===== config.mk =====
export PLATFORM = sky130hd
export DESIGN_NAME = dataMmu
export DESIGN_NICKNAME = d
export VERILOG_FILES = /design/src/logic/mmuPkg.sv /design/src/logic/accessPkg.sv /design/src/logic/cp0TlbRegs.sv /design/src/logic/tlbArray.sv /design/src/logic/microTlb.sv /design/src/logic/addrTranslate.sv /design/src/logic/dataMmu.sv
export SDC_FILE = /design/constraint.sdc
export NUM_CORES = 2
export LEC_CHECK = 0
export BUFFER_PORTS_ARGS = -buffer_cell sky130_fd_sc_hd__buf_2
export CAP_MARGIN = 5
export CORE_MARGIN = 4
export CORE_UTILIZATION = 60
export CTS_BUF_LIST = sky130_fd_sc_hd__clkbuf_2
export CTS_CLUSTER_DIAMETER = 150
export CTS_CLUSTER_SIZE = 25
export DETAILED_ROUTE_END_ITERATION = 10
export MAX_ROUTING_LAYER = met4
export PLACE_DENSITY = 0.77
export SLEW_MARGIN = 5
export SYNTH_ARGS = -nofsm -noshare
export SYNTH_HDL_FRONTEND = slang
export SYNTH_SLANG_ARGS = --single-unit

===== constraint.sdc =====
create_clock -name clk -period 7.72 [get_ports clk]
set_input_delay 1.544 -clock clk [delete_from_list [all_inputs] [get_ports clk]]
set_output_delay 1.544 -clock clk [all_outputs]
set_load 0.01 [all_outputs]

===== src/logic/mmuPkg.sv =====
/*
 * MMU address and page definitions
 *  - address, vpn2, asid, pfn, cache attribute and TLB index types
 *  - joint TLB entry struct holding an even/odd page pair
 *  - TLB size, page geometry, segment bounds, cacheable attribute code
 */
`default_nettype none

package mmuPkg;

    localparam int TlbEntries     = 16;
    localparam int PageOffsetBits = 12;
    localparam int OddPageBit     = 12;  // picks the page within a pair

    typedef logic [31:0] vaddrT;
    typedef logic [31:0] paddrT;
    typedef logic [18:0] vpn2T;          // vaddr[31:13]
    typedef logic [7:0]  asidT;
    typedef logic [19:0] pfnT;
    typedef logic [2:0]  cacheAttrT;
    typedef logic [$clog2(TlbEntries)-1:0] tlbIndexT;

    localparam cacheAttrT CacheableAttr = 3'd3;

    // unmapped windows, kseg0 cached and kseg1 uncached
    localparam vaddrT Kseg0Base = 32'h8000_0000;
    localparam vaddrT Kseg1Base = 32'hA000_0000;
    localparam vaddrT Kseg2Base = 32'hC000_0000;

    // one TLB entry maps an even and an odd page
    typedef struct packed {
        vpn2T      vpn2;
        asidT      asid;
        logic      g;      // global, asid ignored
        pfnT       pfn0;
        cacheAttrT c0;
        logic      d0;     // dirty, page writable
        logic      v0;
        pfnT       pfn1;
        cacheAttrT c1;
        logic      d1;
        logic      v1;
    } tlbEntryT;

endpackage

`default_nettype wire


===== src/logic/accessPkg.sv =====
/*
 * Memory access and CP0 interface definitions
 *  - load/store request kinds
 *  - TLB exception flags of a data access
 *  - CP0 TLB register select and data word
 */
`default_nettype none

package accessPkg;

    typedef logic [31:0] wordT;

    typedef struct packed {
        logic read;
        logic write;
    } memAccessT;

    typedef struct packed {
        logic refillRd;
        logic invalidRd;
        logic refillWr;
        logic invalidWr;
        logic modified;    // store to a clean page
    } tlbExcT;

    typedef enum logic [1:0] {
        SelIndex    = 2'd0,
        SelEntryHi  = 2'd1,
        SelEntryLo0 = 2'd2,
        SelEntryLo1 = 2'd3
    } cp0SelT;

endpackage

`default_nettype wire


===== src/logic/cp0TlbRegs.sv =====
/*
 * CP0 TLB registers: Index, EntryHi, EntryLo0, EntryLo1
 *  - register write and combinational read
 *  - Index update from TLBP
 *  - assembly of the entry written by TLBWI
 */
`default_nettype none
`timescale 1ns/1ps

module cp0TlbRegs (
    input  logic                clk,
    input  logic                rstN,
    input  logic                cp0WrEn,
    input  accessPkg::cp0SelT   cp0Sel,
    input  accessPkg::wordT     cp0WrData,
    input  accessPkg::cp0SelT   cp0RdSel,
    input  logic                tlbProbe,
    input  logic                probeFound,
    input  mmuPkg::tlbIndexT    probeIndex,
    output accessPkg::wordT     cp0RdData,
    output mmuPkg::tlbEntryT    wrEntry,
    output mmuPkg::tlbIndexT    wrIndex,
    output mmuPkg::vpn2T        curVpn2,
    output mmuPkg::asidT        curAsid
);

    // EntryLo layout, bits 25..0 of the register
    typedef struct packed {
        mmuPkg::pfnT      pfn;
        mmuPkg::cacheAttrT c;
        logic             d;
        logic             v;
        logic             g;
    } entryLoT;

    logic             indexP;     // probe failure flag
    mmuPkg::tlbIndexT indexVal;
    mmuPkg::vpn2T     hiVpn2;
    mmuPkg::asidT     hiAsid;
    entryLoT          lo0;
    entryLoT          lo1;

    // P is only changed by TLBP
    always_ff @(posedge clk or negedge rstN) begin
        if (!rstN) begin
            indexP   <= 1'b0;
            indexVal <= '0;
        end else if (tlbProbe) begin
            indexP <= !probeFound;
            if (probeFound) indexVal <= probeIndex;
        end else if (cp0WrEn && cp0Sel == accessPkg::SelIndex) begin
            indexVal <= cp0WrData[3:0];
        end
    end

    always_ff @(posedge clk or negedge rstN) begin
        if (!rstN) begin
            hiVpn2 <= '0;
            hiAsid <= '0;
            lo0    <= '0;
            lo1    <= '0;
        end else if (cp0WrEn) begin
            case (cp0Sel)
                accessPkg::SelEntryHi: begin
                    hiVpn2 <= cp0WrData[31:13];
                    hiAsid <= cp0WrData[7:0];
                end
                accessPkg::SelEntryLo0: lo0 <= cp0WrData[25:0];
                accessPkg::SelEntryLo1: lo1 <= cp0WrData[25:0];
                default: ;                 // Index handled above
            endcase
        end
    end

    always_comb begin
        cp0RdData = '0;
        case (cp0RdSel)
            accessPkg::SelIndex:    cp0RdData = {indexP, 27'h0, indexVal};
            accessPkg::SelEntryHi:  cp0RdData = {hiVpn2, 5'h0, hiAsid};
            accessPkg::SelEntryLo0: cp0RdData = {6'h0, lo0};
            accessPkg::SelEntryLo1: cp0RdData = {6'h0, lo1};
            default:                cp0RdData = '0;
        endcase
    end

    // g of the pair is the AND of both halves
    assign wrEntry = '{vpn2: hiVpn2, asid: hiAsid, g: lo0.g & lo1.g,
                       pfn0: lo0.pfn, c0: lo0.c, d0: lo0.d, v0: lo0.v,
                       pfn1: lo1.pfn, c1: lo1.c, d1: lo1.d, v1: lo1.v};
    assign wrIndex = indexVal;
    assign curVpn2 = hiVpn2;
    assign curAsid = hiAsid;

    // software must not write Index while a probe result lands
    probeIndexWr: assert property (@(posedge clk) disable iff (!rstN)
        !(tlbProbe && cp0WrEn && cp0Sel == accessPkg::SelIndex));

endmodule

`default_nettype wire


===== src/logic/tlbArray.sv =====
/*
 * Joint TLB of 16 entries
 *  - write port driven by TLBWI
 *  - refill search port for the micro-TLB, vpn2 match only
 *  - probe search port for TLBP, vpn2 and asid/global match
 */
`default_nettype none
`timescale 1ns/1ps

module tlbArray (
    input  logic             clk,
    input  logic             rstN,
    input  logic             tlbWrite,
    input  mmuPkg::tlbIndexT wrIndex,
    input  mmuPkg::tlbEntryT wrEntry,
    input  mmuPkg::vpn2T     refillVpn2,
    input  mmuPkg::vpn2T     probeVpn2,
    input  mmuPkg::asidT     probeAsid,
    output logic             refillFound,
    output mmuPkg::tlbEntryT refillEntry,
    output logic             probeFound,
    output mmuPkg::tlbIndexT probeIndex
);

    mmuPkg::tlbEntryT                entries [mmuPkg::TlbEntries];
    logic [mmuPkg::TlbEntries-1:0]   entryUsed;   // written since reset
    logic [mmuPkg::TlbEntries-1:0]   refillHit;
    logic [mmuPkg::TlbEntries-1:0]   probeHit;

    always_ff @(posedge clk or negedge rstN) begin
        if (!rstN) begin
            entries   <= '{default: '0};
            entryUsed <= '0;
        end else if (tlbWrite) begin
            entries[wrIndex]   <= wrEntry;
            entryUsed[wrIndex] <= 1'b1;
        end
    end

    // per-entry compare
    always_comb begin
        for (int i = 0; i < mmuPkg::TlbEntries; i++) begin
            // asid is left to the translator for refills
            refillHit[i] = entryUsed[i] && entries[i].vpn2 == refillVpn2;
            probeHit[i]  = entryUsed[i] && entries[i].vpn2 == probeVpn2
                           && (entries[i].g || entries[i].asid == probeAsid);
        end
    end

    // walk downwards so the lowest hit is the one kept
    always_comb begin
        refillFound = 1'b0;
        refillEntry = entries[0];
        probeFound  = 1'b0;
        probeIndex  = '0;
        for (int i = mmuPkg::TlbEntries - 1; i >= 0; i--) begin
            if (refillHit[i]) begin
                refillFound = 1'b1;
                refillEntry = entries[i];
            end
            if (probeHit[i]) begin
                probeFound = 1'b1;
                probeIndex = mmuPkg::tlbIndexT'(i);
            end
        end
    end

    // duplicate mappings for the current EntryHi are a software error
    probeUnique: assert property (@(posedge clk) disable iff (!rstN)
        $onehot0(probeHit));

endmodule

`default_nettype wire


===== src/logic/microTlb.sv =====
/*
 * One-entry data micro-TLB
 *  - buffered entry with tag, valid and inTlb flags
 *  - IDLE/REFILL FSM that stalls on a tag miss of a mapped address
 *  - flushed by TLBWI
 */
`default_nettype none
`timescale 1ns/1ps

module microTlb (
    input  logic             clk,
    input  logic             rstN,
    input  mmuPkg::vpn2T     vpn2,
    input  logic             tlbWrite,
    input  logic             foundIn,
    input  mmuPkg::tlbEntryT entryIn,
    output mmuPkg::tlbEntryT bufEntry,
    output logic             bufInTlb,
    output logic             tagHit,
    output logic             stall,
    output mmuPkg::vpn2T     refillVpn2
);

    typedef enum logic {Idle, Refill} stateT;

    stateT         state;
    stateT         stateNext;
    logic          bufValid;
    mmuPkg::vpn2T  bufTag;       // vpn2 that was searched
    mmuPkg::vaddrT pairBase;
    logic          mapped;
    logic          needRefill;

    assign pairBase = {vpn2, {(mmuPkg::OddPageBit + 1){1'b0}}};
    // kseg0/kseg1 never need the buffer
    assign mapped   = pairBase < mmuPkg::Kseg0Base || pairBase >= mmuPkg::Kseg2Base;

    assign tagHit     = bufValid && bufTag == vpn2;
    assign needRefill = mapped && !tagHit;
    assign stall      = needRefill;   // held through REFILL too
    assign refillVpn2 = vpn2;

    always_comb begin
        stateNext = state;
        case (state)
            Idle:    if (needRefill) stateNext = Refill;
            Refill:  stateNext = Idle;   // search result is ready by now
            default: stateNext = Idle;
        endcase
    end

    always_ff @(posedge clk or negedge rstN) begin
        if (!rstN) begin
            state    <= Idle;
            bufValid <= 1'b0;
            bufInTlb <= 1'b0;
        end else begin
            state <= stateNext;
            if (tlbWrite) begin          // TLBWI flush wins
                bufValid <= 1'b0;
                bufInTlb <= 1'b0;
            end else if (state == Refill) begin
                bufValid <= 1'b1;
                bufInTlb <= foundIn;
            end
        end
    end

    always_ff @(posedge clk) begin
        if (state == Refill) begin
            bufTag   <= refillVpn2;
            bufEntry <= entryIn;
        end
    end

    // a steady address hits right after its refill
    hitAfterRefill: assert property (@(posedge clk) disable iff (!rstN)
        state == Refill && !tlbWrite |=> !$stable(vpn2) || !stall);

endmodule

`default_nettype wire


===== src/logic/addrTranslate.sv =====
/*
 * Data address translation
 *  - kseg0/kseg1 fixed mapping
 *  - even/odd page select, physical address and cache attribute
 *  - access valid and TLB exception classification
 */
`default_nettype none
`timescale 1ns/1ps

module addrTranslate (
    input  mmuPkg::vaddrT        vaddr,
    input  accessPkg::memAccessT access,
    input  mmuPkg::tlbEntryT     bufEntry,
    input  logic                 bufInTlb,
    input  logic                 tagHit,
    input  mmuPkg::asidT         curAsid,
    output mmuPkg::paddrT        paddr,
    output logic                 cached,
    output logic                 addrValid,
    output accessPkg::tlbExcT    exc
);

    logic              oddPage;
    mmuPkg::pfnT       pagePfn;
    mmuPkg::cacheAttrT pageC;
    logic              pageD;
    logic              pageV;
    logic              inKseg0;
    logic              inKseg1;
    logic              asidOk;
    logic              anyAccess;

    assign oddPage = vaddr[mmuPkg::OddPageBit];

    // half of the pair selected by the odd page bit
    assign pagePfn = oddPage ? bufEntry.pfn1 : bufEntry.pfn0;
    assign pageC   = oddPage ? bufEntry.c1   : bufEntry.c0;
    assign pageD   = oddPage ? bufEntry.d1   : bufEntry.d0;
    assign pageV   = oddPage ? bufEntry.v1   : bufEntry.v0;

    assign inKseg1 = vaddr >= mmuPkg::Kseg1Base && vaddr < mmuPkg::Kseg2Base;
    assign inKseg0 = vaddr >= mmuPkg::Kseg0Base && vaddr < mmuPkg::Kseg1Base;

    assign asidOk    = bufEntry.g || bufEntry.asid == curAsid;
    assign anyAccess = access.read || access.write;

    always_comb begin
        paddr     = {pagePfn, vaddr[mmuPkg::PageOffsetBits-1:0]};
        cached    = pageC == mmuPkg::CacheableAttr;
        addrValid = 1'b0;
        exc       = '0;
        if (inKseg1) begin
            paddr     = vaddr - mmuPkg::Kseg1Base;
            cached    = 1'b0;
            addrValid = 1'b1;
        end else if (inKseg0) begin
            paddr     = vaddr - mmuPkg::Kseg0Base;
            cached    = 1'b1;
            addrValid = 1'b1;
        end else if (!tagHit) begin
            addrValid = 1'b0;                  // refill in progress
        end else if (!anyAccess) begin
            addrValid = 1'b0;
        end else if (!bufInTlb || !asidOk) begin
            // no mapping for this asid
            if (access.read) exc.refillRd = 1'b1;
            else             exc.refillWr = 1'b1;
        end else if (!pageV) begin
            if (access.read) exc.invalidRd = 1'b1;
            else             exc.invalidWr = 1'b1;
        end else if (access.write && !pageD) begin
            exc.modified = 1'b1;               // store to clean page
        end else begin
            addrValid = 1'b1;
        end
    end

endmodule

`default_nettype wire


===== src/logic/dataMmu.sv =====
/*
 * Data-side MMU top
 *  - CP0 TLB registers, joint TLB, micro-TLB and address translator
 */
`default_nettype none
`timescale 1ns/1ps

module dataMmu (
    input  logic                 clk,
    input  logic                 rstN,
    input  mmuPkg::vaddrT        vaddr,
    input  accessPkg::memAccessT access,
    input  logic                 cp0WrEn,
    input  accessPkg::cp0SelT    cp0Sel,
    input  accessPkg::wordT      cp0WrData,
    input  accessPkg::cp0SelT    cp0RdSel,
    input  logic                 tlbWrite,    // TLBWI
    input  logic                 tlbProbe,    // TLBP
    output accessPkg::wordT      cp0RdData,
    output mmuPkg::paddrT        paddr,
    output logic                 cached,
    output logic                 addrValid,
    output logic                 stall,
    output accessPkg::tlbExcT    exc
);

    mmuPkg::tlbEntryT wrEntry;
    mmuPkg::tlbIndexT wrIndex;
    mmuPkg::vpn2T     curVpn2;
    mmuPkg::asidT     curAsid;
    logic             probeFound;
    mmuPkg::tlbIndexT probeIndex;
    mmuPkg::vpn2T     refillVpn2;
    logic             refillFound;
    mmuPkg::tlbEntryT refillEntry;
    mmuPkg::tlbEntryT bufEntry;
    logic             bufInTlb;
    logic             tagHit;

    cp0TlbRegs i_cp0TlbRegs (
        .clk        (clk),
        .rstN       (rstN),
        .cp0WrEn    (cp0WrEn),
        .cp0Sel     (cp0Sel),
        .cp0WrData  (cp0WrData),
        .cp0RdSel   (cp0RdSel),
        .tlbProbe   (tlbProbe),
        .probeFound (probeFound),
        .probeIndex (probeIndex),
        .cp0RdData  (cp0RdData),
        .wrEntry    (wrEntry),
        .wrIndex    (wrIndex),
        .curVpn2    (curVpn2),
        .curAsid    (curAsid)
    );

    tlbArray i_tlbArray (
        .clk         (clk),
        .rstN        (rstN),
        .tlbWrite    (tlbWrite),
        .wrIndex     (wrIndex),
        .wrEntry     (wrEntry),
        .refillVpn2  (refillVpn2),
        .probeVpn2   (curVpn2),     // TLBP searches EntryHi
        .probeAsid   (curAsid),
        .refillFound (refillFound),
        .refillEntry (refillEntry),
        .probeFound  (probeFound),
        .probeIndex  (probeIndex)
    );

    microTlb i_microTlb (
        .clk        (clk),
        .rstN       (rstN),
        .vpn2       (vaddr[31:mmuPkg::OddPageBit+1]),
        .tlbWrite   (tlbWrite),
        .foundIn    (refillFound),
        .entryIn    (refillEntry),
        .bufEntry   (bufEntry),
        .bufInTlb   (bufInTlb),
        .tagHit     (tagHit),
        .stall      (stall),
        .refillVpn2 (refillVpn2)
    );

    addrTranslate i_addrTranslate (
        .vaddr     (vaddr),
        .access    (access),
        .bufEntry  (bufEntry),
        .bufInTlb  (bufInTlb),
        .tagHit    (tagHit),
        .curAsid   (curAsid),
        .paddr     (paddr),
        .cached    (cached),
        .addrValid (addrValid),
        .exc       (exc)
    );

endmodule

`default_nettype wire


* After elaboration in Yosys (flattened, before gate mapping)
Cells that the tools add are included.
Storage, ports and cells: word-level logic and storage cells 476, input port bits 75, output and inout port bits 72, register bits 1429
Cells by class: reduce and logical (&&, ||, !) cells 89, equality and inequality tests 58, order comparisons 10, add/sub/neg operators 2, bitwise gates (word level) 4, muxes and demuxes 108
Operators by type and width (number):
- bitwise mux 1248 bit | 1
- two-way mux 59 bit | 16
- == test 19 bit | 33
- demux 78 bit (select 4 bit) | 1
- == test 8 bit | 17
- case mux 32 bit (4 select lines) | 1
- >= comparator 32 bit (second input constant) | 3
- less-than comparator 32 bit (second input constant) | 3
- two-way mux 78 bit | 1
- two-way mux 4 bit | 19
- two-way mux 32 bit | 2
- subtractor 32 bit (second input constant) | 2
- two-way mux 1 bit | 58
- logical AND 1 bit | 56
- logical OR 1 bit | 20
- two-way mux 20 bit | 1
- two-way mux 5 bit | 4
- bitwise OR 16 bit | 1
- == test 2 bit (second input constant) | 4
- AND reduction 2 bit | 4
- >= comparator 5 bit (second input constant) | 1
- logical NOT 1 bit | 5
- less-than comparator 4 x 5 -> 1 bit (second input constant) | 1
- less-than comparator 5 x 1 -> 1 bit (second input constant) | 1
- other kinds (13) | 16

* Depth between registers and ports, before layout
word-level depth 21, gate-level depth with buffers 13, depth with buffers taken out 8

* Modules after synthesis
Synthesis repeated with hierarchy kept, for this count alone.
Second synthesis, totals: cell total of the unflattened synthesis 6709, area, all modules 75414.8 sq um
By module, submodules not included:
- tlbArray | cells each 6088, times used 1, area an instance 66590.1 sq um, sequential area each 31630.3 sq um
- cp0TlbRegs | cells each 329, times used 1, area an instance 4533.1 sq um, sequential area each 2102.0 sq um
- microTlb | cells each 153, times used 1, area an instance 3388.2 sq um, sequential area each 2987.9 sq um
- addrTranslate | cells each 139, times used 1, area an instance 903.4 sq um, sequential area each 0.0 sq um

* Worst setup path before layout
OpenSTA, ideal clock, no wires.
path kind input to output, from input port vaddr[31], to output port exc[0] (netlist bit), path buffers 3, cell stages on the path 9, arrival 3.443 ns, setup slack 2.733 ns, data required time 6.176 ns, cells stage by stage buf_2 -> buf_6 -> buf_6 -> xor2_1 -> nor4_1 -> nand3_1 -> nor3_1 -> nand2_1 -> nor4_1
RTL lines:
- start: declaration | line dataMmu.sv:11 | input mmuPkg::vaddrT vaddr,
- end: declaration | line dataMmu.sv:24 | output accessPkg::tlbExcT exc

==> results.ini <==
[synthesis]
ys_dominant_reg_cell=dfrtp_1
ys_types=82
syn-instance-count=6346
yosysTopAreaCellShare=0.461
syn-num-nets=6423
synth.cell_area_mm2=0.0734
yosysWarnings=0
ys_seq_elements=1429
synth_edf_count=78
synthArstFlopShare=0.945
synthTopCellsByArea=dfrtp_1, mux2_2, xor2_1, nand2_1, xnor2_1
yosysTopAreaCell=dfrtp_1
ys_seq_area_frac=0.493
syn-mean-instance-area_um2=11.6

[finish]
drive_gt1_frac=0.271
nNetsFinal=6157
synthToLayoutAreaGrowth_pct=2.98
final_common_cell=dfrtp_1
final_cell_mix=dfrtp_1, mux2_2, nand2_1
utilization=0.621

[cts]
numCtsBuffers=67
cts_max_level=3
cts_root_buf=clkbuf_2
cts.clk_slew.worst_paths_ns=0.48
clk_latency_ns=1.58
cts_tree=done
cts_num_sinks=1429
ctsResizeCount=0
cts_max_path_buffers=3

[timing]
finalCritPeriodShare=0.812
min_period_ns=6.27
setup-tns-final_ns=0
worst_pin_slew_ns=1.37
drv_slew=0
worst_slack_ns=1.45
holdWs_ns=0.167
grt_setup_unrepaired=false
fin_skew_ns=0.138
finalHoldViolCount=0
slew_headroom=0.0612
max_freq_ghz=0.160
finalSetupViolations=0

[route]
via_count=54289
drt_first_pass_iters=8
drt_iter0_drc=6617
drtAntennaViolNets=0
wl_per_cell_um=31.5
detail_route.vias_per_cell=6.98
wl_um=245000
drc_errors=0

[critical_path]
rr_worst_depth=8
start_kind=flip-flop
crit_type=flip-flop to output port
required_ns=6.18
cp-end-kind=output port
path_max_fanout=35
cp.arrival_ns=4.72

[place]
gp_congestion=0.980
place_ws_ns=1.73
portBuffers=146
dp_hpwl_um=146000

[flow_run]
maxCapViolations=0

[pwr]
cellLeakagePower_nw=33.6
p_per_area_mw_per_mm2=306
vdd_drop_max_v=0.000211
power_mw=23.1

[global_route]
antenna_found_initial=23
grt_use_total=0.390
grt_pass1_vias=53744
grt_max_degree=181
grt_pass1_wl_um=359000
grt-ovfl-total=0

[die]
rows=128
io-pin-count=147
die_x_um=358
design.core.area_mm2=0.122
initial_utilization=0.603
die_area_mm2=0.128
fp.dieH_um=358

[status]
outcome=finished clean

[hold_path]
worstHoldPathCells=2
hold_path.class=input pin to flip-flop

## flip-flops by register name, summed over array words and instances, names as in the netlist
register,cells
i_tlbArray.entryUsed,16
i_cp0TlbRegs.wrIndex,4
i_cp0TlbRegs.indexP,1
i_cp0TlbRegs.curVpn2,19
i_microTlb.bufEntry,59
i_cp0TlbRegs.lo1,1
i_microTlb.state,1
i_cp0TlbRegs.curAsid,8
i_microTlb.bufValid,1
i_microTlb.bufInTlb,1
i_cp0TlbRegs.lo0,1
i_cp0TlbRegs.wrEntry,50
i_microTlb.bufTag,19
i_tlbArray.entries,1248
## path summary, 6_finish.rpt
check | slack (ns) | start | to
max reg2reg | 3.31 | i_tlbArray.entries[692] | i_microTlb.bufEntry[17]
min in group asynchronous | 0.57 | rstN | i_tlbArray.entries[1185]
max | 1.45 | i_cp0TlbRegs.curAsid[3] | exc[0]
min | 0.17 | cp0WrData[10] | i_cp0TlbRegs.wrEntry[34]
min reg2reg | 0.53 | i_tlbArray.entries[41] | i_tlbArray.entries[41]
max in group asynchronous | 5.47 | rstN | i_tlbArray.entries[167]
## power breakdown
group / switching (mW) / leakage [nW] / internal (mW) / total [mW]
sequential: 2.74 / 17.9 / 10.6 / 13.3
clock: 2.32 / 0.511 / 0.463 / 2.78
combinational: 3.29 / 15.2 / 3.73 / 7.02
## cell type report
cell class              count  area (um^2)
fillers                  9625        46100
diodes                     24         60.1
flip-flops and latches   1429        36200
clock buffers             108          541
well taps                1625         2030
clock inverters             6          128
multi-input cells        4294        34700
inverters                  16         60.1
repair buffers            272         1920
## cell usage after synthesis, types with 55 or more instances
| cell | number |
|---|---|
| dfrtp_1 | 1351 |
| mux2_2 | 1169 |
| nand2_1 | 697 |
| xor2_1 | 472 |
| clkbuf_1 | 408 |
| xnor2_1 | 287 |
| nor4_1 | 190 |
| nand3_1 | 148 |
| a21oi_1 | 130 |
| nand4_1 | 98 |
| nor2_1 | 98 |
| buf_2 | 91 |
| o221ai_1 | 87 |
| mux2i_1 | 82 |
| edfxtp_1 | 78 |
| o31ai_1 | 61 |
| o22ai_1 | 60 |
| o21ai_0 | 59 |
| a221oi_1 | 57 |
| a31oi_1 | 55 |
## repair_timing
item | 4_1_cts | 5_1_grt
hold buffers | 1 | 0
setup buffers | 0 | 0
hold endpoints to repair | 94 | 0
## logic make-up after synthesis
kind of cell | after synthesis | share of synthesized area
muxes | 1257 | 0.192
DFF | 1429 | 0.493
buffers and inverters | 623 | 0.0392
xor gates and xnor gates | 763 | 0.0915
and+or+nand+nor | 1398 | 0.0913
adders and majority gates | 2 | 0.000341
AOI/OAI and AO/OA | 874 | 0.0931
## critical path, cell delays in order (launching register included)
cell,delay (ns)
dfrtp_1,0.44
buf_4,0.41
xor2_1,0.15
nor4_1,0.39
a21oi_1,0.23
nor2b_1,0.74
o21ai_0,0.34
nor4_1,0.30
buf_2,0.18
## through the flow
step | instances | instance area, um^2
3_3_place_gp | 7635 | 74800
6_report | 7774 | 75600
5_1_grt | 7772 | 75600
3_5_place_dp | 7635 | 74800
4_1_cts | 7750 | 75500
2_1_floorplan | 6346 | 73400
## metal layers
layer	wire length, um	GRT usage	share of wire
met3	29900	0.116	0.12
met4	16600	0.217	0.068
met2	105000	0.557	0.43
met5	0	-	0
met1	93200	0.501	0.38
No activity file was read; power rests on OpenSTA's default activity.
